<file path="config.mk">
export PLATFORM = sky130hd
export DESIGN_NAME = id_subsys_top
export DESIGN_NICKNAME = d
export VERILOG_FILES = /design/src/id_mgmt_pkg.sv /design/src/id_fetch_if.sv /design/src/fetch_unit.sv /design/src/id_subsys_top.sv /design/src/id_tracker.sv /design/src/issue_unit.sv
export VERILOG_INCLUDE_DIRS = /design/src
export SDC_FILE = /design/constraint.sdc
export NUM_CORES = 1
export LEC_CHECK = 0
export BUFFER_PORTS_ARGS = -buffer_cell sky130_fd_sc_hd__buf_4
export CAP_MARGIN = 20
export CORE_UTILIZATION = 45
export CTS_CLUSTER_SIZE = 28
export DETAILED_ROUTE_END_ITERATION = 10
export PLACE_DENSITY_LB_ADDON = 0.12
export SYNTH_ARGS = -nofsm -noshare
export SYNTH_HDL_FRONTEND = slang
export SYNTH_SLANG_ARGS = --single-unit
</file>
<file path="constraint.sdc">
create_clock -name clk -period 5.7 [get_ports clk]
set_input_delay 0 -clock clk [delete_from_list [all_inputs] [get_ports clk]]
set_output_delay 0 -clock clk [all_outputs]
set_load 0.01 [all_outputs]
</file>
<file path="src/id_mgmt_cfg.svh">
////////////////////////////////////////
// Pool size, ID width, retire width and
// multiply latency of the ID subsystem
////////////////////////////////////////

`ifndef ID_MGMT_CFG_SVH
`define ID_MGMT_CFG_SVH

// Number of instruction IDs in the pool
`define MAX_IDS 8

// Bits of one ID, log2 of the pool size
`define ID_W 3

// Most IDs freed by the retirer per cycle
`define RETIRE_PORTS 2

// Issue to writeback distance of a multiply
`define MUL_LATENCY 3

`endif

</file>
<file path="src/id_mgmt_pkg.sv">
////////////////////////////////////////
// Shared types: ID, instruction word views,
// decode and retire packets, opcodes
////////////////////////////////////////

`include "id_mgmt_cfg.svh"

package id_mgmt_pkg;

    // Instruction ID, wraps around the pool
    typedef logic [`ID_W-1:0] id_t;

    // Major opcodes seen by the issue unit
    localparam logic [6:0] OPCODE_OP     = 7'b0110011;
    localparam logic [6:0] OPCODE_OP_IMM = 7'b0010011;

    // Register-register layout
    typedef struct packed {
        logic [6:0] funct7;
        logic [4:0] rs2;
        logic [4:0] rs1;
        logic [2:0] funct3;
        logic [4:0] rd;
        logic [6:0] opcode;
    } r_view_t;

    // Immediate layout
    typedef struct packed {
        logic [11:0] imm;
        logic [4:0]  rs1;
        logic [2:0]  funct3;
        logic [4:0]  rd;
        logic [6:0]  opcode;
    } i_view_t;

    // Same 32 bits, decoded either way
    typedef union packed {
        r_view_t r_view;
        i_view_t i_view;
    } instr_word_u;

    // Oldest fetched instruction, toward decode
    typedef struct packed {
        logic        valid;
        id_t         id;
        logic [31:0] pc;
        instr_word_u instruction;
    } decode_packet_t;

    // One cycle of retirement
    typedef struct packed {
        logic [1:0]  count;
        logic        rd_valid;
        logic [31:0] pc;
    } retire_packet_t;

endpackage

</file>
<file path="src/id_fetch_if.sv">
////////////////////////////////////////
// ID allocation and fetch completion link
////////////////////////////////////////

`timescale 1ns/10ps

interface id_fetch_if;
    import id_mgmt_pkg::*;

    // ID handed out to the next fetch
    id_t         pc_id;
    logic        pc_id_available;
    // ID of the oldest fetch still on the bus
    id_t         fetch_id;

    // Allocation strobe with the fetched PC
    logic        pc_id_assigned;
    logic [31:0] if_pc;

    // Instruction word returned by the bus
    logic        fetch_complete;
    logic [31:0] fetch_instruction;

    // Fetch side allocates and returns words
    modport fetch (
        input  pc_id, pc_id_available, fetch_id,
        output pc_id_assigned, if_pc, fetch_complete, fetch_instruction
    );

    // Tracker side owns the pointers
    modport tracker (
        output pc_id, pc_id_available, fetch_id,
        input  pc_id_assigned, if_pc, fetch_complete, fetch_instruction
    );

endinterface

</file>
<file path="src/fetch_unit.sv">
////////////////////////////////////////
// Fetch unit: ID allocation and Wishbone
// classic instruction reads
////////////////////////////////////////

`timescale 1ns/10ps

module fetch_unit (
    input  logic        clk,
    input  logic        rst,
    input  logic        flush,
    input  logic [31:0] redirect_pc,
    id_fetch_if.fetch   fetch,
    output logic        wb_cyc,
    output logic        wb_stb,
    output logic        wb_we,
    output logic [31:0] wb_adr,
    input  logic [31:0] wb_dat_i,
    input  logic        wb_ack
);

    // Bus cycle states
    typedef enum logic [1:0] {
        IDLE,
        WAIT_ACK,
        DISCARD
    } fetch_state_t;

    fetch_state_t state;
    logic [31:0]  next_pc;
    logic         start_req;
    logic         assign_pulse;

    // New request only with a free ID and no redirect pending
    assign start_req = (state == IDLE) & ~flush & fetch.pc_id_available;

    ////////////////////////////////////////
    // Control FSM and next PC
    always_ff @(posedge clk) begin
        if (rst) begin
            state        <= IDLE;
            assign_pulse <= 1'b0;
            // Program starts at address zero
            next_pc      <= '0;
        end else begin
            // ID goes out in the first cycle of the request
            assign_pulse <= start_req;
            case (state)
                IDLE: if (start_req) state <= WAIT_ACK;
                WAIT_ACK: begin
                    if (wb_ack)
                        state <= IDLE;
                    else if (flush)
                        state <= DISCARD;
                end
                // Open read is stale, drain it
                DISCARD: if (wb_ack) state <= IDLE;
                default: state <= IDLE;
            endcase
            if (flush)
                next_pc <= redirect_pc;
            else if (start_req)
                next_pc <= next_pc + 32'd4;
        end
    end

    // Address held for the whole cycle
    always_ff @(posedge clk) begin
        if (start_req)
            wb_adr <= next_pc;
    end

    ////////////////////////////////////////
    // Bus side, read only
    assign wb_cyc = (state != IDLE);
    assign wb_stb = (state != IDLE);
    assign wb_we  = 1'b0;

    // Tracker side
    assign fetch.pc_id_assigned    = assign_pulse;
    assign fetch.if_pc             = wb_adr;
    // Data in the flush cycle belongs to the old path
    assign fetch.fetch_complete    = (state == WAIT_ACK) & wb_ack & ~flush;
    assign fetch.fetch_instruction = wb_dat_i;

endmodule

</file>
<file path="src/id_subsys_top.sv">
////////////////////////////////////////
// Subsystem top: fetch, ID tracker, issue
////////////////////////////////////////

`timescale 1ns/10ps
`include "id_mgmt_cfg.svh"

module id_subsys_top (
    input  logic           clk,
    input  logic           rst,
    input  logic           hold,
    input  logic           flush,
    input  logic [31:0]    redirect_pc,
    output logic           wb_cyc,
    output logic           wb_stb,
    output logic           wb_we,
    output logic [31:0]    wb_adr,
    input  logic [31:0]    wb_dat_i,
    input  logic           wb_ack,
    output logic [1:0]     retire_count,
    output logic           retire_rd_valid,
    output logic [31:0]    retire_pc,
    output logic [`ID_W:0] post_issue_count
);
    import id_mgmt_pkg::*;

    // Fetch to tracker link
    id_fetch_if fetch_bus ();

    // Tracker to issue path
    decode_packet_t decode;
    logic           decode_advance;
    logic           decode_uses_rd;
    logic           instruction_issued;
    logic           issue_multicycle;
    id_t            issue_id;
    id_t            wb_id;
    logic           wb_valid;
    retire_packet_t retire;

    fetch_unit i_fetch_unit (
        .clk         (clk),
        .rst         (rst),
        .flush       (flush),
        .redirect_pc (redirect_pc),
        .fetch       (fetch_bus.fetch),
        .wb_cyc      (wb_cyc),
        .wb_stb      (wb_stb),
        .wb_we       (wb_we),
        .wb_adr      (wb_adr),
        .wb_dat_i    (wb_dat_i),
        .wb_ack      (wb_ack)
    );

    id_tracker i_id_tracker (
        .clk                (clk),
        .rst                (rst),
        .flush              (flush),
        .fetch              (fetch_bus.tracker),
        .decode             (decode),
        .decode_advance     (decode_advance),
        .decode_uses_rd     (decode_uses_rd),
        .instruction_issued (instruction_issued),
        .issue_multicycle   (issue_multicycle),
        .issue_id           (issue_id),
        .wb_id              (wb_id),
        .wb_valid           (wb_valid),
        .retire             (retire),
        .post_issue_count   (post_issue_count)
    );

    issue_unit i_issue_unit (
        .clk                (clk),
        .rst                (rst),
        .hold               (hold),
        .decode             (decode),
        .decode_advance     (decode_advance),
        .decode_uses_rd     (decode_uses_rd),
        .instruction_issued (instruction_issued),
        .issue_multicycle   (issue_multicycle),
        .issue_id           (issue_id),
        .wb_id              (wb_id),
        .wb_valid           (wb_valid)
    );

    // Retire packet out as plain ports
    assign retire_count    = retire.count;
    assign retire_rd_valid = retire.rd_valid;
    assign retire_pc       = retire.pc;

endmodule

</file>
<file path="src/id_tracker.sv">
////////////////////////////////////////
// ID tracker: PC and instruction tables,
// ID counters, in-use bits, in-order retirer
////////////////////////////////////////

`timescale 1ns/10ps
`include "id_mgmt_cfg.svh"

module id_tracker (
    input  logic                        clk,
    input  logic                        rst,
    input  logic                        flush,
    id_fetch_if.tracker                 fetch,
    output id_mgmt_pkg::decode_packet_t decode,
    input  logic                        decode_advance,
    input  logic                        decode_uses_rd,
    input  logic                        instruction_issued,
    input  logic                        issue_multicycle,
    input  id_mgmt_pkg::id_t            issue_id,
    input  id_mgmt_pkg::id_t            wb_id,
    input  logic                        wb_valid,
    output id_mgmt_pkg::retire_packet_t retire,
    output logic [`ID_W:0]              post_issue_count
);
    import id_mgmt_pkg::*;

    localparam int CNT_W = `ID_W + 1;

    // Per-ID tables
    logic [31:0]  pc_table [`MAX_IDS];
    instr_word_u  instr_table [`MAX_IDS];
    logic         uses_rd_table [`MAX_IDS];
    logic [`MAX_IDS-1:0] id_inuse;
    logic [`MAX_IDS-1:0] issue_toggle;
    logic [`MAX_IDS-1:0] wb_toggle;

    id_t decode_id;
    id_t oldest_pre_issue_id;
    id_t oldest_next;
    id_t retire_base_id;
    id_t retire_ids [`RETIRE_PORTS];

    logic [CNT_W-1:0] fetched_count_neg;
    logic [CNT_W-1:0] pre_issue_count;
    logic [CNT_W-1:0] pre_issue_count_next;
    logic [CNT_W-1:0] post_issue_count_next;
    logic [CNT_W-1:0] inflight_count;

    retire_packet_t              retire_next;
    logic [`RETIRE_PORTS-1:0]    slot_ready;
    logic [`RETIRE_PORTS-1:0]    slot_retires;
    logic [`RETIRE_PORTS:0]      contiguous;
    logic [`RETIRE_PORTS:0]      rd_taken;

    ////////////////////////////////////////
    // Tables, written one cycle before read
    always_ff @(posedge clk) begin
        if (fetch.pc_id_assigned)
            pc_table[fetch.pc_id] <= fetch.if_pc;
        if (fetch.fetch_complete)
            instr_table[fetch.fetch_id] <= fetch.fetch_instruction;
        if (decode_advance)
            uses_rd_table[decode_id] <= decode_uses_rd;
    end

    ////////////////////////////////////////
    // ID pointers
    // Flush rewinds everything to the oldest ID not yet issued
    assign oldest_next = oldest_pre_issue_id + id_t'(instruction_issued);

    always_ff @(posedge clk) begin
        if (rst) begin
            fetch.pc_id         <= '0;
            fetch.fetch_id      <= '0;
            decode_id           <= '0;
            oldest_pre_issue_id <= '0;
        end else begin
            oldest_pre_issue_id <= oldest_next;
            if (flush) begin
                fetch.pc_id    <= oldest_next;
                fetch.fetch_id <= oldest_next;
                decode_id      <= oldest_next;
            end else begin
                fetch.pc_id    <= fetch.pc_id + id_t'(fetch.pc_id_assigned);
                fetch.fetch_id <= fetch.fetch_id + id_t'(fetch.fetch_complete);
                decode_id      <= decode_id + id_t'(decode_advance);
            end
        end
    end

    ////////////////////////////////////////
    // Counters
    // Negative count, MSB set while a fetched word waits for decode
    always_ff @(posedge clk) begin
        if (rst || flush)
            fetched_count_neg <= '0;
        else
            fetched_count_neg <= fetched_count_neg + CNT_W'(decode_advance)
                                 - CNT_W'(fetch.fetch_complete);
    end

    assign pre_issue_count_next = pre_issue_count + CNT_W'(fetch.pc_id_assigned)
                                  - CNT_W'(instruction_issued);
    assign post_issue_count_next = post_issue_count + CNT_W'(instruction_issued)
                                   - CNT_W'(retire_next.count);

    always_ff @(posedge clk) begin
        if (rst || flush)
            pre_issue_count <= '0;
        else
            pre_issue_count <= pre_issue_count_next;
    end

    // Issued IDs survive a flush until retired
    always_ff @(posedge clk) begin
        if (rst) begin
            post_issue_count <= '0;
            inflight_count   <= '0;
        end else begin
            post_issue_count <= post_issue_count_next;
            if (flush)
                inflight_count <= post_issue_count_next;
            else
                inflight_count <= pre_issue_count_next + post_issue_count_next;
        end
    end

    ////////////////////////////////////////
    // In-use toggles for multicycle ops
    // Set by multiply issue, cleared by its writeback
    assign issue_toggle = (instruction_issued & issue_multicycle) ?
                          (`MAX_IDS'(1) << issue_id) : '0;
    assign wb_toggle    = wb_valid ? (`MAX_IDS'(1) << wb_id) : '0;

    always_ff @(posedge clk) begin
        if (rst)
            id_inuse <= '0;
        else
            id_inuse <= id_inuse ^ issue_toggle ^ wb_toggle;
    end

    ////////////////////////////////////////
    // Retirer
    // Slot i looks at the i-th oldest issued ID
    genvar g;
    for (g = 0; g < `RETIRE_PORTS; g++) begin : g_retire_slot
        assign retire_ids[g] = retire_base_id + id_t'(g);
    end

    // Contiguous run from slot 0, one rd writer at most
    always_comb begin
        contiguous[0]         = 1'b1;
        rd_taken[0]           = 1'b0;
        retire_next.count     = '0;
        retire_next.pc        = pc_table[retire_base_id];
        for (int i = 0; i < `RETIRE_PORTS; i++) begin
            slot_ready[i]     = (post_issue_count > CNT_W'(i)) & contiguous[i]
                                & ~id_inuse[retire_ids[i]];
            slot_retires[i]   = slot_ready[i]
                                & (~uses_rd_table[retire_ids[i]] | ~rd_taken[i]);
            contiguous[i+1]   = contiguous[i] & slot_retires[i];
            rd_taken[i+1]     = rd_taken[i] | (slot_retires[i] & uses_rd_table[retire_ids[i]]);
            retire_next.count = retire_next.count + 2'(slot_retires[i]);
        end
        retire_next.rd_valid  = rd_taken[`RETIRE_PORTS];
    end

    always_ff @(posedge clk) begin
        if (rst)
            retire_base_id <= '0;
        else
            retire_base_id <= retire_base_id + id_t'(retire_next.count);
    end

    // Packet shows up one cycle after the retire decision
    always_ff @(posedge clk) begin
        if (rst)
            retire <= '0;
        else
            retire <= retire_next;
    end

    ////////////////////////////////////////
    // Outputs
    assign fetch.pc_id_available = ~inflight_count[`ID_W];

    assign decode.valid       = fetched_count_neg[`ID_W];
    assign decode.id          = decode_id;
    assign decode.pc          = pc_table[decode_id];
    assign decode.instruction = instr_table[decode_id];

endmodule

</file>
<file path="src/issue_unit.sv">
////////////////////////////////////////
// Issue unit: decode, in-order issue and
// the single multicycle multiply slot
////////////////////////////////////////

`timescale 1ns/10ps
`include "id_mgmt_cfg.svh"

module issue_unit (
    input  logic                       clk,
    input  logic                       rst,
    input  logic                       hold,
    input  id_mgmt_pkg::decode_packet_t decode,
    output logic                       decode_advance,
    output logic                       decode_uses_rd,
    output logic                       instruction_issued,
    output logic                       issue_multicycle,
    output id_mgmt_pkg::id_t           issue_id,
    output id_mgmt_pkg::id_t           wb_id,
    output logic                       wb_valid
);
    import id_mgmt_pkg::*;

    localparam int CNT_W = $clog2(`MUL_LATENCY + 1);

    instr_word_u      word;
    logic             is_alu_op;
    logic             writes_rd;
    logic             is_mul;
    logic             mul_busy;
    logic             mul_issue;
    logic [CNT_W-1:0] mul_count;

    ////////////////////////////////////////
    // Decode
    assign word = decode.instruction;

    // OP and OP-IMM share the rd field position
    assign is_alu_op = (word.i_view.opcode == OPCODE_OP) |
                       (word.i_view.opcode == OPCODE_OP_IMM);
    assign writes_rd = is_alu_op & (word.i_view.rd != 5'd0);

    // M extension, funct7 of 1 on the OP opcode
    assign is_mul = (word.r_view.opcode == OPCODE_OP) & (word.r_view.funct7 == 7'd1);

    ////////////////////////////////////////
    // Issue
    // A new multiply may enter in its predecessor's writeback cycle
    assign mul_busy = (mul_count > CNT_W'(1));

    assign decode_advance     = decode.valid & ~hold & ~(is_mul & mul_busy);
    assign instruction_issued = decode_advance;
    assign decode_uses_rd     = writes_rd;
    assign issue_id           = decode.id;
    assign mul_issue          = decode_advance & is_mul;
    assign issue_multicycle   = mul_issue;

    ////////////////////////////////////////
    // Multiply unit
    // Counts down to writeback
    always_ff @(posedge clk) begin
        if (rst)
            mul_count <= '0;
        else if (mul_issue)
            mul_count <= CNT_W'(`MUL_LATENCY);
        else if (mul_count != '0)
            mul_count <= mul_count - CNT_W'(1);
    end

    always_ff @(posedge clk) begin
        if (mul_issue)
            wb_id <= decode.id;
    end

    // Last count cycle is MUL_LATENCY after issue
    assign wb_valid = (mul_count == CNT_W'(1));

endmodule

</file>
# After elaboration in Yosys (flattened, before gate mapping)
# Memory sizes are Yosys's and may differ from the RTL's. A register that Yosys moved wholly into a read port is not among the register bits.
# Index checks and enable logic that the tools add are counted.
dict set report op_classes {
  shift 2
  bitwise_logic 30
  n_reduce_logical 8
  muxes 27
  addsub 16
  order_cmp 5
  n_eq_ne 9
}
# op n
set ops {}
lappend ops {{32-bit 2-to-1 mux} 2}
lappend ops {{32-bit by 3-bit adder with 32-bit output (second input constant)} 1}
lappend ops {{1-bit bitwise AND} 17}
lappend ops {{8-bit 2-to-1 mux} 2}
lappend ops {{1-bit by 3-bit left shift with 8-bit output (first input constant)} 2}
lappend ops {{8-bit XOR} 2}
lappend ops {{3-bit 2-to-1 mux} 5}
lappend ops {{3-bit by 1-bit adder with 3-bit output} 4}
lappend ops {{4-bit by 1-bit adder with 4-bit output} 3}
lappend ops {{2-bit 2-to-1 mux} 6}
lappend ops {{4-bit by 1-bit greater-than comparator with 1-bit output (second input constant)} 2}
lappend ops {{3-bit by 4-bit less-than comparator with 1-bit output (second input constant)} 2}
lappend ops {{1-bit 2-to-1 mux} 8}
lappend ops {{1-bit inverter} 8}
lappend ops {{2-bit nonzero test} 4}
lappend ops {{4-bit by 1-bit subtractor with 4-bit output} 2}
lappend ops {{7-bit by 1-bit == test with 1-bit output (second input constant)} 1}
lappend ops {{7-bit by 5-bit == test with 1-bit output (second input constant)} 1}
lappend ops {{7-bit by 6-bit == test with 1-bit output (second input constant)} 1}
lappend ops {{1-bit binary-select mux with 3-bit select} 2}
lappend ops {{2-bit one-hot mux with 3 select lines} 1}
lappend ops {{5-bit nonzero test} 1}
lappend ops {{4-bit adder} 1}
lappend ops {{2-bit by 1-bit == test with 1-bit output (second input constant)} 2}
lappend ops {{other kinds (15)} 17}
dict set report totals {
  wordCells 118
  n_memories 3
  input_bits 69
  output_inout_bits 74
  ram_bits 520
  register_bits 114
}
# name depth width rd rd_ports_with_merged_regs write_ports line
set memory_table {}
lappend memory_table {i_id_tracker.instr_table 8 32 1 1 1 id_tracker.sv:31} ;# instr_word_u instr_table [`MAX_IDS];
lappend memory_table {i_id_tracker.pc_table 8 32 1 1 1 id_tracker.sv:30} ;# logic [31:0] pc_table [`MAX_IDS];
lappend memory_table {i_id_tracker.uses_rd_table 8 1 2 1 1 id_tracker.sv:32} ;# logic uses_rd_table [`MAX_IDS];

# Logic depth before layout (Yosys ltp)
# Gate-level depths: netlist of the first run.
dict set report depth {
  ltp_word 12
  depth_mapped 22
  depth_no_buf 19
}

# Hierarchy
# A second synthesis of the first run with hierarchy kept.
dict set report unflattened {
  hier_cells 1919
  area_unflattened_um2 28681.3
}
# module n_inst area_each_um2 cells_per_inst seq_area_each_um2
set by_module_without_submodules {}
lappend by_module_without_submodules {id_tracker 1 24901.4 1544 17036.3}
lappend by_module_without_submodules {fetch_unit 1 3450.8 343 1661.6}
lappend by_module_without_submodules {issue_unit 1 329.1 32 130.1}

# Worst setup path before layout of the first run
# Ideal clock, no wire load.
dict set report synth_path {
  kind {register to register}
  start {register, netlist name i_id_tracker.decode_id[0]}
  end {register i_id_tracker.inflight_count[3]}
  setup_time_ns 0.128
  t_arrival_ns 4.547
  path_slack_ns 1.026
  n_path_buf 2
  stages_incl_launch_ff 22
  synth_period_minus_slack_ns 4.674
  required_time_ns 5.572
  path_cell_list {dfxtp_1 > buf_6 > buf_2 > o41ai_1 > o21ai_0 > nor4_1 > a21oi_1 > nor4_2 > nand2b_1 > ha_1 > inv_1 > ha_1 > inv_1 > fa_1 > inv_1 > ha_1 > a31o_2 > a21oi_1 > xnor3_1 > nor2_1 > xor2_1 > nor2_1}
}
# item line
set synth_lines {}
lappend synth_lines {{end signal, assigned} id_tracker.sv:122} ;# inflight_count <= post_issue_count_next;
lappend synth_lines {{end signal, assigned} id_tracker.sv:124} ;# inflight_count <= pre_issue_count_next + post_issue_count_next;
lappend synth_lines {{end, declared} id_tracker.sv:47} ;# logic [CNT_W-1:0] inflight_count;

==> results of run 1 <==
==> registers in the layout, indices dropped and copies added, names as in the netlist, 8 cells and up <==
name and count:
i_id_tracker.retire 35, i_fetch_unit.fetch.if_pc 32, i_id_tracker.uses_rd_table 8, i_id_tracker.id_inuse 8, i_id_tracker.instr_table 152, i_fetch_unit.next_pc 32, i_id_tracker.pc_table 256
==> stage by stage <==
step | util, % | area, µm² | instances
floorplan | - | 21400 | 1253
global placement | 49.8 | 23300 | 1964
detailed placement | 49.8 | 23300 | 1964
CTS | 54.9 | 25700 | 2140
global route | 54.9 | 25700 | 2140
finish | 54.9 | 25700 | 2140
==> kinds of logic (layout without fill, tap and decap cells) <==
family	after synthesis	in the layout
fa+ha+maj	34	34
other cells	1	1
buf+inv	85	365
xor+xnor	52	52
mux	135	135
flops	559	559
simple gates	305	305
compound gates	82	82
==> worst max-delay path by stage <==
stage | cells after the start | end
after floorplan | 21 | i_id_tracker.inflight_count[3]$_SDFF_PP0_
after global placement | 20 | i_id_tracker.inflight_count[3]$_SDFF_PP0_
after detailed placement | 20 | i_id_tracker.inflight_count[3]$_SDFF_PP0_
after CTS | 20 | i_id_tracker.inflight_count[3]$_SDFF_PP0_
after global routing | 20 | i_id_tracker.inflight_count[3]$_SDFF_PP0_
final | 20 | i_id_tracker.inflight_count[3]$_SDFF_PP0_
==> layout by cell type (no fill, tap or decap), drive strengths merged, types with 21 or more instances in the layout <==
cell / count
dfxtp: 108
edfxtp: 451
xor2: 30
mux4: 79
dlygate4sd3: 72
xnor2: 21
buf: 158
clkbuf: 79
inv: 29
ha: 30
mux2i: 52
nand2: 47
nor4: 25
a21oi: 26
clkinv: 26
nor2: 111
nor3: 24
==> routing by layer <==
metal,wire length [µm],track usage [%],part of all wire [%]
met1,20500,26.7,44
met2,23100,33.3,50
met3,1940,2.69,4.2
met4,1020,6.28,2.2
met5,0,0,0
==> report_power, final <==
group          internal, µW  total [µW]  switching (µW)
Combinational           925        1810             885
Sequential             4720        4910             198
Clock                  1910        3410            1500
==> area by class of cell <==
class	instances	area [µm²]
clock inverter	25	175
inverter	31	116
multi-input combinational	609	5480
fill	3701	21100
sequential	559	15700
tap	607	759
timing repair buffer	230	1920
clock buffer	79	1530
==> worst register-to-register path, cell delays in order, from the launching register on <==
cell                       delay, ns
sky130_fd_sc_hd__dfxtp_1        0.47
sky130_fd_sc_hd__buf_4          0.30
sky130_fd_sc_hd__or4bb_1        0.52
sky130_fd_sc_hd__o22ai_1        0.18
sky130_fd_sc_hd__a311oi_1       0.17
sky130_fd_sc_hd__and2_1         0.25
sky130_fd_sc_hd__nor4_2         0.29
sky130_fd_sc_hd__nand2b_1       0.22
sky130_fd_sc_hd__ha_1           0.25
sky130_fd_sc_hd__inv_1          0.06
sky130_fd_sc_hd__ha_1           0.16
sky130_fd_sc_hd__inv_1          0.06
sky130_fd_sc_hd__fa_1           0.49
sky130_fd_sc_hd__inv_1          0.05
sky130_fd_sc_hd__ha_1           0.28
sky130_fd_sc_hd__a31o_2         0.20
sky130_fd_sc_hd__a21oi_1        0.14
sky130_fd_sc_hd__xnor3_1        0.39
sky130_fd_sc_hd__nor2_1         0.11
sky130_fd_sc_hd__xor2_1         0.14
sky130_fd_sc_hd__nor2_1         0.05
==> what timing repair did <==
item / in CTS / in global routing
hold buffers: 72 / 0
endpoints found under the setup margin: 0 / 0
buffers inserted: 0 / 0
hold endpoints to repair: 222 / 0
==> results_tabular.tex, run 1 <==
\begin{tabular}{lr}
\hline
Metric & Value \\
\hline
\multicolumn{2}{l}{\textbf{Outcome}} \\
\quad Outcome & complete, but fails checks \\
\quad Violated checks & DRC \\
\multicolumn{2}{l}{\textbf{GRT}} \\
\quad Global Route Usage Sum & around a fifth \\
\quad Antenna violations before repair & 0 \\
\quad First-pass GRT wire length & between 70 and 80 mm \\
\quad Maximum number of pins on one net before global-route repair & 66 \\
\quad Final global-route overflow total & 0 \\
\quad Via count of the first global-routing pass & about 12000 \\
\multicolumn{2}{l}{\textbf{Power and ir drop}} \\
\quad Overall power consumption & 10100 µW \\
\quad Maximum vdd ir drop & 0.000254 V \\
\quad Static leakage power & between 0.008 and 0.009 µW \\
\quad Power density normalized to cell area & between 300 and 400 nW/µm² \\
\multicolumn{2}{l}{\textbf{Finish}} \\
\quad Number of diodes added for antenna fixing & 0 \\
\quad Final-stage net count & $\sim$1600 \\
\quad Share of cells above drive strength 1 & 21.9\% \\
\quad Layout area overhead & 19.8\% \\
\multicolumn{2}{l}{\textbf{Placed design}} \\
\quad Number of buffer cells added on primary ports & between 100 and 150 \\
\quad Setup Slack @ Placement & between 0.7 and 0.8 ns \\
\quad Weighted congestion reported at the end of routability-driven placement & 0.761 \\
\quad Detailed-placement wirelength estimate & between 20 and 30 mm \\
\multicolumn{2}{l}{\textbf{Logic synthesis}} \\
\quad Number of nets in the synthesized netlist & 1356 \\
\quad Cell taking the most area after synthesis & sky130\_fd\_sc\_hd\_\_edfxtp\_1 \\
\quad Post-synthesis instance total & approximately 1300 \\
\quad Share of the yosys chip area belonging to registers & 73.2\% \\
\quad Combinational family with the most area after synthesis & multiplexers \\
\quad Syn Std Cell Area & 21400 µm² \\
\quad Most common flop cell mapped by yosys & sky130\_fd\_sc\_hd\_\_edfxtp\_1 \\
\quad Asr flop ratio synth & 0\% \\
\quad Syn Area/Cell & $\sim$17 µm² \\
\quad Area share of the largest cell type after synthesis & between 60\% and 70\% \\
\quad Adder-cell area share of the yosys netlist & approximately 2.1\% \\
\quad Flip-flop and latch count after synthesis & $\sim$560 \\
\quad Most common cell in the netlist & sky130\_fd\_sc\_hd\_\_edfxtp\_1 \\
\quad Synth Warn \# & 0 \\
\quad Complex-gate fraction of the synthesized area & roughly 2.6\% \\
\quad List of most frequent post-synthesis cells & sky130\_fd\_sc\_hd\_\_edfxtp\_1 (451), sky130\_fd\_sc\_hd\_\_nor2\_1 (111), sky130\_fd\_sc\_hd\_\_dfxtp\_1 (108), sky130\_fd\_sc\_hd\_\_mux4\_2 (74), sky130\_fd\_sc\_hd\_\_mux2i\_1 (52) \\
\quad Number of enable-type register cells in the synthesized netlist & $\sim$450 \\
\quad Simple-gate share of the synthesized area & 7.19\% \\
\quad Area share of xor/xnor cells in the synthesized design & 2.19\% \\
\quad Proportion of synthesized area in mux cells & $\sim$11\% \\
\quad Distinct cell type count after synthesis & 61 \\
\quad Largest cells by area after synthesis & sky130\_fd\_sc\_hd\_\_edfxtp\_1 (63\%), sky130\_fd\_sc\_hd\_\_dfxtp\_1 (10\%), sky130\_fd\_sc\_hd\_\_mux4\_2 (7.8\%), sky130\_fd\_sc\_hd\_\_mux2i\_1 (2.4\%), sky130\_fd\_sc\_hd\_\_nor2\_1 (1.9\%) \\
\multicolumn{2}{l}{\textbf{Detailed routing}} \\
\quad Final ANT Viol Nets & 0 \\
\quad Post-detailed-route DRC marker count & 7 \\
\quad DR iter-0 viols & 672 \\
\quad Initial DRT Pass Iterations & 8 \\
\quad Via-per-instance ratio & around 5.4 \\
\quad Wire length per cell & $\sim$22 µm \\
\quad Vias & about 12000 \\
\quad Routed wire length & about 47 mm \\
\multicolumn{2}{l}{\textbf{Worst setup path}} \\
\quad Critical path data arrival time & about 5.4 ns \\
\quad Cell with the biggest individual delay on the critical path & sky130\_fd\_sc\_hd\_\_or4bb\_1 \\
\quad Highest net fanout along the worst path & 19 \\
\quad Reg2Reg Launch Point & i\_id\_tracker.decode\_id[1]\$\_SDFF\_PP0\_ \\
\quad Worst setup slack for register-to-register paths & 0.79 ns \\
\quad Longest individual stage delay on the worst path & approximately 0.52 ns \\
\quad Critical path launch point type & flop \\
\quad Length in cells of the worst reg-to-reg path & 20 \\
\quad Buffers \& Inverters on Critical Path & 4 \\
\quad Crit. Startpoint & i\_id\_tracker.decode\_id[1]\$\_SDFF\_PP0\_ \\
\quad Data required time of the critical path & 6.18 ns \\
\quad Capturing point of the worst reg2reg path & i\_id\_tracker.inflight\_count[3]\$\_SDFF\_PP0\_ \\
\quad Cell family contributing the most delay on the critical path & simple AND/OR/NAND/NOR gates \\
\quad Kind of end point of the critical path & flop \\
\quad Critical Path, Cell by Cell & buf\_4, or4bb\_1, o22ai\_1, a311oi\_1, and2\_1, nor4\_2, nand2b\_1, ha\_1, inv\_1, ha\_1, inv\_1, fa\_1, inv\_1, ha\_1, a31o\_2, a21oi\_1, xnor3\_1, nor2\_1, xor2\_1, nor2\_1 \\
\quad Critical path class & flop to flop \\
\multicolumn{2}{l}{\textbf{Timing}} \\
\quad Peak clock frequency supported by timing & around 200 MHz \\
\quad Min Clock Period, post-route & a little under 5 ns \\
\quad Final Slew Violations & 0 \\
\quad Tightest Pin Transition & 1.04 ns \\
\quad Setup violations, final & 0 \\
\quad Minimum setup slack in the final design & roughly 0.8 ns \\
\quad TNS Setup & 0 ns \\
\quad Hold Slack & about 0.18 ns \\
\quad Worst Clk Skew & around 0.026 ns \\
\quad Worst rel slew slack & between 30 and 40\% \\
\quad Final Hold Fails & 0 \\
\quad Unrepaired setup endpoints after global routing & no \\
\quad Crit share post-route & a little under nine tenths \\
\multicolumn{2}{l}{\textbf{Worst hold path}} \\
\quad Class of the most critical hold timing path & primary input to flop \\
\quad Terminating pin of the worst hold path & i\_id\_tracker.instr\_table[5][4]\$\_DFFE\_PP\_ \\
\quad Worst hold path cell count & 2 \\
\quad Hold Startpoint & wb\_dat\_i[4] \\
\multicolumn{2}{l}{\textbf{Die}} \\
\quad I/O pin total & roughly 140 \\
\quad Overall die area & 48500 µm² \\
\quad Horizontal die dimension & $\sim$220 µm \\
\quad Core outline area & approximately 47000 µm² \\
\quad Starting Density & between 40\% and 50\% \\
\quad Floorplan row count & 79 \\
\quad Die Ht & 220 µm \\
\multicolumn{2}{l}{\textbf{Clock network}} \\
\quad Clock net sink count & around 560 \\
\quad Root buffer selected by CTS & sky130\_fd\_sc\_hd\_\_clkbuf\_16 \\
\quad Clock slew at reported path FFs & about 0.06 ns \\
\quad Clock latency on the worst-skew pair & 0.61 ns \\
\quad Post-cts resize count & 0 \\
\quad Clock tree from TritonCTS & built \\
\quad Htree depth & 2 \\
\quad Maximum root-to-sink buffer count & 3 \\
\quad Inserted Clock Buffers & 56 \\
\multicolumn{2}{l}{\textbf{Flow run}} \\
\quad Max Cap Viol & 0 \\
\hline
\end{tabular}
(Power assumes the default switching activity.)
==> run 2, diff against run 1 <==
- CTS_BUF_LIST: unset -> sky130_fd_sc_hd__clkbuf_16
- RECOVER_POWER: unset -> 50
==> run 2 against run 1 <==
  * The flow finishes with violations (DRC, capacitance limit, slew limit)
  * First-iteration DRC count shrank 0.60%
  * Sequential share of layout area grew 0.94 points
  * Clock power shrank 2%
  * Design area shrank 1.5%
==> results_tabular.tex, run 2 (synthesis results as in run 1) <==
\begin{tabular}{lr}
\hline
Metric & Value \\
\hline
\multicolumn{2}{l}{\textbf{Finish}} \\
\quad Number of flip-flops in the largest register & between 200 and 300 \\
\quad Number of diodes added for antenna fixing & 0 \\
\quad Fill cell count & roughly 3800 \\
\quad Register bank with the most flops & i\_id\_tracker.pc\_table \\
\quad Fraction of the core area covered by cells at the end of the flow & between 50\% and 60\% \\
\quad Layout area overhead & 18.0\% \\
\quad Share of cells above drive strength 1 & between 10\% and 20\% \\
\quad Most common cell after layout, fill and taps aside & sky130\_fd\_sc\_hd\_\_edfxtp\_1 \\
\quad Final-stage net count & between 1500 and 2000 \\
\quad Most frequent cells in the layout & sky130\_fd\_sc\_hd\_\_edfxtp\_1 (451), sky130\_fd\_sc\_hd\_\_nor2\_1 (106), sky130\_fd\_sc\_hd\_\_dfxtp\_1 (105), sky130\_fd\_sc\_hd\_\_clkbuf\_1 (95), sky130\_fd\_sc\_hd\_\_mux4\_2 (74) \\
\quad Top flop regs & i\_id\_tracker.pc\_table: 256 flops, i\_id\_tracker.instr\_table: 152 flops, i\_id\_tracker.retire: 35 flops \\
\quad Register area & 15700 µm² \\
\quad Design Area, Final & 25300 µm² \\
\quad Multi-input combinational cell area & roughly 5500 µm² \\
\multicolumn{2}{l}{\textbf{Die}} \\
\quad Die Ht & roughly 220 µm \\
\quad Overall die area & 48500 µm² \\
\quad Core outline area & 46800 µm² \\
\quad I/O pin total & 143 \\
\quad Horizontal die dimension & 220 µm \\
\quad Floorplan row count & between 70 and 80 \\
\quad Starting Density & 45.9\% \\
\multicolumn{2}{l}{\textbf{GRT}} \\
\quad Maximum number of pins on one net before global-route repair & 66 \\
\quad Antenna violations before repair & 0 \\
\quad First-pass GRT wire length & between 70 and 80 mm \\
\quad Global Route Usage Sum & roughly a fifth \\
\quad Via count of the first global-routing pass & roughly 12000 \\
\quad Final global-route overflow total & 0 \\
\multicolumn{2}{l}{\textbf{Worst setup path}} \\
\quad Buffers \& Inverters on Critical Path & 4 \\
\quad Critical path data arrival time & 5.36 ns \\
\quad Reg2Reg Launch Point & i\_id\_tracker.decode\_id[1]\$\_SDFF\_PP0\_ \\
\quad Worst setup slack for register-to-register paths & approximately 0.76 ns \\
\quad Critical path class & flop to flop \\
\quad Longest individual stage delay on the worst path & about 0.52 ns \\
\quad Highest net fanout along the worst path & 19 \\
\quad Critical Path, Cell by Cell & buf\_4, or4bb\_1, o22ai\_1, a311oi\_1, and2\_1, nor4\_2, nand2b\_1, ha\_1, inv\_1, ha\_1, inv\_1, fa\_1, inv\_1, ha\_1, a31o\_2, a21oi\_1, xnor3\_1, nor2\_1, xor2\_1, nor2\_1 \\
\quad Cell with the biggest individual delay on the critical path & sky130\_fd\_sc\_hd\_\_or4bb\_1 \\
\quad Data required time of the critical path & a little over 6 ns \\
\quad Length in cells of the worst reg-to-reg path & 20 \\
\quad Critical path launch point type & flop \\
\quad Cell family contributing the most delay on the critical path & simple AND/OR/NAND/NOR gates \\
\quad Crit. Startpoint & i\_id\_tracker.decode\_id[1]\$\_SDFF\_PP0\_ \\
\quad Kind of end point of the critical path & flop \\
\quad Capturing point of the worst reg2reg path & i\_id\_tracker.inflight\_count[3]\$\_SDFF\_PP0\_ \\
\multicolumn{2}{l}{\textbf{Timing}} \\
\quad Tightest Pin Transition & around 3.4 ns \\
\quad Crit share post-route & around 87\% \\
\quad Unrepaired setup endpoints after global routing & no \\
\quad Setup violations, final & 0 \\
\quad TNS Setup & 0 ns \\
\quad Worst Clk Skew & $\sim$0.025 ns \\
\quad Worst rel slew slack & -126\% \\
\quad Final Hold Fails & 0 \\
\quad Min Clock Period, post-route & 4.94 ns \\
\quad Final Slew Violations & 113 \\
\quad Peak clock frequency supported by timing & 202 MHz \\
\multicolumn{2}{l}{\textbf{Outcome}} \\
\quad Outcome & complete, but fails checks \\
\quad Violated checks & DRC, capacitance limit, slew limit \\
\multicolumn{2}{l}{\textbf{Worst hold path}} \\
\quad Worst hold path cell count & 3 \\
\quad Class of the most critical hold timing path & primary input to flop \\
\quad Hold Startpoint & wb\_ack \\
\quad Terminating pin of the worst hold path & i\_fetch\_unit.state[0]\$\_SDFFE\_PP0P\_ \\
\multicolumn{2}{l}{\textbf{Detailed routing}} \\
\quad DR iter-0 viols & roughly 670 \\
\quad Vias & $\sim$12000 \\
\quad Wire length per cell & around 22 µm \\
\quad Post-detailed-route DRC marker count & 7 \\
\quad Routed wire length & 46.6 mm \\
\quad Initial DRT Pass Iterations & 10 \\
\quad Via-per-instance ratio & 5.38 \\
\quad Final ANT Viol Nets & 0 \\
\multicolumn{2}{l}{\textbf{Clock network}} \\
\quad Clock latency on the worst-skew pair & slightly above 0.6 ns \\
\quad Post-cts resize count & 0 \\
\quad Inserted Clock Buffers & 56 \\
\quad Clock net sink count & 559 \\
\quad Number of hold-repair buffers added at the cts stage & 72 \\
\quad Htree depth & 2 \\
\quad Clock slew at reported path FFs & approximately 0.060 ns \\
\quad Root buffer selected by CTS & sky130\_fd\_sc\_hd\_\_clkbuf\_16 \\
\quad Clock tree from TritonCTS & built \\
\quad Post-CTS Setup Inserts & 0 \\
\quad Maximum root-to-sink buffer count & 3 \\
\multicolumn{2}{l}{\textbf{Power and ir drop}} \\
\quad Static leakage power & around 0.0085 µW \\
\quad Maximum vdd ir drop & approximately 0.00026 V \\
\quad Power density normalized to cell area & just under 400 nW/µm² \\
\multicolumn{2}{l}{\textbf{Placed design}} \\
\quad Post-placement cell area & roughly 23000 µm² \\
\quad Detailed-placement wirelength estimate & $\sim$27 mm \\
\quad Weighted congestion reported at the end of routability-driven placement & about 0.76 \\
\quad Number of buffer cells added on primary ports & 128 \\
\multicolumn{2}{l}{\textbf{Flow run}} \\
\quad Max Cap Viol & 3 \\
\hline
\end{tabular}
[run 2: changes by cell type in the layout (fill, tap and decap cells not counted), sizes merged]
| cell | change |
|---|---|
| buf | -95 |
| clkbuf | +73 |
| inv | +20 |
| clkinv | +2 |
[run 2: power breakdown]
part / switching, µW / total (µW) / internal, µW
Clock: 1500 / 3350 / 1850
Combinational: 888 / 1700 / 815
Sequential: 195 / 4910 / 4720
[run 2: worst min-delay path, stage by stage]
cell                            delay [ns]
sky130_fd_sc_hd__dlygate4sd3_1        0.53
sky130_fd_sc_hd__buf_4                0.12
sky130_fd_sc_hd__a2111oi_0            0.08
[run 2: layout make-up]
cell class              instances  share of cell area [%]
clock buffers                  57                    5.64
clock inverters                47                    1.02
inverters                      31                   0.460
multi-input cells             609                    21.6
flip-flops and latches        559                    62.1
well taps                     607                    3.00
repair buffers                230                    6.18
[run 2: per-layer routing]
| metal | GRT usage (%) | wire [µm] | up-vias |
|---|---|---|---|
| met2 | 33.3 | 23100 | 243 |
| met3 | 2.69 | 2030 | 66 |
| li1 | - | - | 5338 |
| met4 | 6.28 | 1010 | 0 |
| met5 | 0 | 0 | - |
| met1 | 26.7 | 20400 | 5860 |
[run 2: per-stage QoR]
step	power, µW	setup slack [ns]	std cells	hold WS [ns]
global placement	6790	0.822	1964	0.186
floorplan	6170	1.03	1253	0.0793
global route	10400	0.327	2140	0.179
CTS	10200	0.734	2140	0.132
detailed placement	6820	0.735	1964	0.190
finish	9970	0.757	2140	0.179
[run 2: worst max-delay path by stage]
stage	slack (ns)	end	cells after the start
global route	0.33	i_id_tracker.inflight_count[3]$_SDFF_PP0_	20
floorplan	1.03	i_id_tracker.inflight_count[3]$_SDFF_PP0_	21
finish	0.76	i_id_tracker.inflight_count[3]$_SDFF_PP0_	20
detailed placement	0.73	i_id_tracker.inflight_count[3]$_SDFF_PP0_	20
global placement	0.82	i_id_tracker.inflight_count[3]$_SDFF_PP0_	20
CTS	0.73	i_id_tracker.inflight_count[3]$_SDFF_PP0_	20
==> run 3, diff against run 2 <==
- GPL_ROUTABILITY_DRIVEN: unset -> 0
- PLACE_DENSITY_LB_ADDON: 0.12 -> 0.25
- SLEW_MARGIN: unset -> 20
==> run 3 against run 2 <==
  * The run still ends with DRC, capacitance limit, slew limit left
  * Die area did not move
  * Flip-flop and latch count unchanged
  * Count of clock-buffer cells in the layout decreased by 1
  * Setup slack worse by 0.16 ns
  * Non-clock buffer count rose by 4
  * Global-route usage is 0.78 points lower
  * Clock power up 6%
  * Clock skew fell by 0.0054 ns
  * Power increased by 1.9%
  * Critical path depth is 2 lower
  * Utilization rose by 0.22 points
  * Cell count rose by 0.28%
  * Critical endpoint unchanged
  * Largest cell class unchanged
==> results_tabular.tex, run 3 (synthesis results as in run 1) <==
\begin{tabular}{lr}
\hline
Metric & Value \\
\hline
\multicolumn{2}{l}{\textbf{Finish}} \\
\quad Most common cell after layout, fill and taps aside & sky130\_fd\_sc\_hd\_\_edfxtp\_1 \\
\quad Top flop regs & i\_id\_tracker.pc\_table: 256 flops, i\_id\_tracker.instr\_table: 152 flops, i\_id\_tracker.retire: 35 flops \\
\quad Share of cells above drive strength 1 & between 10\% and 20\% \\
\quad Most frequent cells in the layout & sky130\_fd\_sc\_hd\_\_edfxtp\_1 (451), sky130\_fd\_sc\_hd\_\_nor2\_1 (108), sky130\_fd\_sc\_hd\_\_dfxtp\_1 (105), sky130\_fd\_sc\_hd\_\_clkbuf\_1 (97) \\
\quad Number of diodes added for antenna fixing & 0 \\
\quad Fill cell count & between 3000 and 4000 \\
\quad Final-stage net count & about 1600 \\
\quad Layout area overhead & 18.5\% \\
\quad Number of flip-flops in the largest register & about 260 \\
\quad Register bank with the most flops & i\_id\_tracker.pc\_table \\
\multicolumn{2}{l}{\textbf{Power and ir drop}} \\
\quad Total internal power & between 7000 and 8000 µW \\
\quad Sw Share & about a quarter \\
\quad Power share of the combinational group & approximately 17\% \\
\quad Clock power frac & between 30\% and 40\% \\
\quad Power density normalized to cell area & around 400 nW/µm² \\
\quad Static leakage power & around 0.0085 µW \\
\quad Proportion of power drawn by flip-flops and latches & between 40\% and 50\% \\
\quad Switching power total & between 2000 and 3000 µW \\
\quad Maximum vdd ir drop & 0.000231 V \\
\multicolumn{2}{l}{\textbf{Worst setup path}} \\
\quad Highest net fanout along the worst path & 19 \\
\quad Critical path launch point type & flop \\
\quad Critical path class & flop to flop \\
\quad Buffers \& Inverters on Critical Path & 4 \\
\quad Cell with the biggest individual delay on the critical path & sky130\_fd\_sc\_hd\_\_dfxtp\_1 \\
\quad Kind of end point of the critical path & flop \\
\quad Cell family contributing the most delay on the critical path & adder cells \\
\quad Critical path data arrival time & 5.49 ns \\
\quad Data required time of the critical path & around 6 ns \\
\quad Critical Path, Cell by Cell & buf\_4, mux4\_2, mux2\_4, nor4\_2, nand2b\_1, ha\_1, inv\_1, ha\_1, inv\_1, fa\_1, inv\_1, ha\_1, a31o\_2, a21oi\_1, xnor3\_1, nor2\_1, xor2\_1, nor2\_1 \\
\quad Longest individual stage delay on the worst path & slightly above 0.8 ns \\
\multicolumn{2}{l}{\textbf{Placed design}} \\
\quad Setup Slack @ Placement & between 0.6 and 0.7 ns \\
\quad Detailed-placement wirelength estimate & 27.4 mm \\
\quad Number of buffer cells added on primary ports & roughly 130 \\
\multicolumn{2}{l}{\textbf{Clock network}} \\
\quad Clock slew at reported path FFs & $\sim$0.06 ns \\
\quad Clock tree from TritonCTS & built \\
\quad Post-CTS Setup Inserts & 0 \\
\quad Inserted Clock Buffers & 56 \\
\quad Clock latency on the worst-skew pair & around 0.6 ns \\
\quad Htree depth & 2 \\
\quad Maximum root-to-sink buffer count & 3 \\
\quad Clock net sink count & roughly 560 \\
\quad Root buffer selected by CTS & sky130\_fd\_sc\_hd\_\_clkbuf\_16 \\
\multicolumn{2}{l}{\textbf{Timing}} \\
\quad Final Slew Violations & 145 \\
\quad Unrepaired setup endpoints after global routing & no \\
\quad Min Clock Period, post-route & a little over 5 ns \\
\quad Peak clock frequency supported by timing & just under 200 MHz \\
\quad TNS Setup & 0 ns \\
\quad Crit share post-route & between 80 and 90\% \\
\quad Final Hold Fails & 0 \\
\quad Setup violations, final & 0 \\
\quad Tightest Pin Transition & 2.85 ns \\
\quad Worst rel slew slack & -90.2\% \\
\quad Minimum setup slack in the final design & between 0.6 and 0.7 ns \\
\quad Worst Clk Skew & between 0.015 and 0.02 ns \\
\multicolumn{2}{l}{\textbf{GRT}} \\
\quad Met1 usage & between 20\% and 30\% \\
\quad Met3 Resource Use GR & 2.78\% \\
\quad Global routing's busiest layer & met2 \\
\quad Maximum number of pins on one net before global-route repair & 66 \\
\quad Via count of the first global-routing pass & about 12000 \\
\quad Final global-route overflow total & 0 \\
\quad Global Route Usage Sum & between 10\% and 20\% \\
\quad Antenna violations before repair & 0 \\
\quad Global-route track usage on met2 & about a third \\
\quad First-pass GRT wire length & 68.6 mm \\
\multicolumn{2}{l}{\textbf{Die}} \\
\quad Die Ht & 220 µm \\
\quad Floorplan row count & 79 \\
\quad I/O pin total & $\sim$140 \\
\quad Core outline area & around 47000 µm² \\
\quad Starting Density & 45.9\% \\
\quad Horizontal die dimension & between 200 and 250 µm \\
\quad Overall die area & 48500 µm² \\
\multicolumn{2}{l}{\textbf{Worst hold path}} \\
\quad Class of the most critical hold timing path & primary input to flop \\
\multicolumn{2}{l}{\textbf{Detailed routing}} \\
\quad DR iter-0 viols & 757 \\
\quad Initial DRT Pass Iterations & 8 \\
\quad Final ANT Viol Nets & 0 \\
\quad Wire length per cell & between 20 and 25 µm \\
\quad Post-detailed-route DRC marker count & 11 \\
\quad Vias & roughly 12000 \\
\quad Routed wire length & between 40 and 50 mm \\
\quad Via-per-instance ratio & 5.42 \\
\multicolumn{2}{l}{\textbf{Outcome}} \\
\quad Outcome & complete, but fails checks \\
\quad Violated checks & DRC, capacitance limit, slew limit \\
\multicolumn{2}{l}{\textbf{Flow run}} \\
\quad Max Cap Viol & 4 \\
\hline
\end{tabular}
[run 3: path summary, 6_finish.rpt]
kind / end / slack [ns] / from / cells past startpoint
worst min register to register: i_fetch_unit.fetch.if_pc[1]$_DFFE_PP_ / 0.44 / i_fetch_unit.next_pc[1]$_SDFFE_PP0P_ / 0
worst min-delay path: i_fetch_unit.state[1]$_SDFFE_PP0P_ / 0.13 / wb_ack / 3
worst max-delay path: i_id_tracker.inflight_count[3]$_SDFF_PP0_ / 0.60 / i_id_tracker.decode_id[0]$_SDFF_PP0_ / 18
worst max register to register: i_id_tracker.inflight_count[3]$_SDFF_PP0_ / 0.60 / i_id_tracker.decode_id[0]$_SDFF_PP0_ / 18
[run 3: layer usage]
| metal | up-vias | part of all wire [%] |
|---|---|---|
| met5 | - | 0 |
| met4 | 0 | 2.9 |
| met3 | 81 | 4.4 |
| met2 | 277 | 51 |
| met1 | 5932 | 42 |
| li1 | 5341 | - |
[run 3: layout make-up]
cell class / instances / area, µm² / area share, %
well taps: 607 / 759 / 2.99
repair buffers: 234 / 1580 / 6.21
flip-flops and latches: 559 / 15700 / 61.8
clock inverters: 50 / 389 / 1.53
multi-input cells: 609 / 5450 / 21.5
inverters: 31 / 116 / 0.458
clock buffers: 56 / 1400 / 5.52
[run 3: stage by stage]
step                      power (µW)  hold slack [ns]  cell area (µm²)  utilization (%)  instances
after floorplan                 6170           0.0793            21400                -       1253
after global placement          6760            0.188            23300             49.8       1966
after detailed placement        6800            0.191            23300             49.8       1966
after CTS                      10400            0.104            25800             55.2       2146
after global routing           10600            0.140            25400             54.3       2146
final                          10200            0.129            25400             54.3       2146
[run 3: worst register-to-register path, delay by kind of cell (launching register included)]
family / cells / cell delay, ns
AO/OA/AOI/OAI: 2 / 0.34
buffers and inverters: 4 / 0.44
flip-flops: 1 / 0.81
multiplexers: 2 / 0.83
adder cells (fa/ha/maj): 4 / 1.18
AND/OR/NAND/NOR: 4 / 0.74
XOR/XNOR: 2 / 0.55
[run 3: repair_timing]
item	4_1_cts	5_1_grt
hold buffers	74	0
resized for setup	0	0
hold endpoints to repair	225	0
[run 3: power by group through the flow]
| stage | logic, µW | clock network, µW | registers (µW) |
|---|---|---|---|
| detailed placement | 1800 | 0 | 5010 |
| global placement | 1770 | 0 | 4990 |
| floorplan | 1180 | 0 | 4990 |
| finish | 1700 | 3540 | 4920 |
| CTS | 1850 | 3630 | 4920 |
| global route | 1900 | 3770 | 4950 |
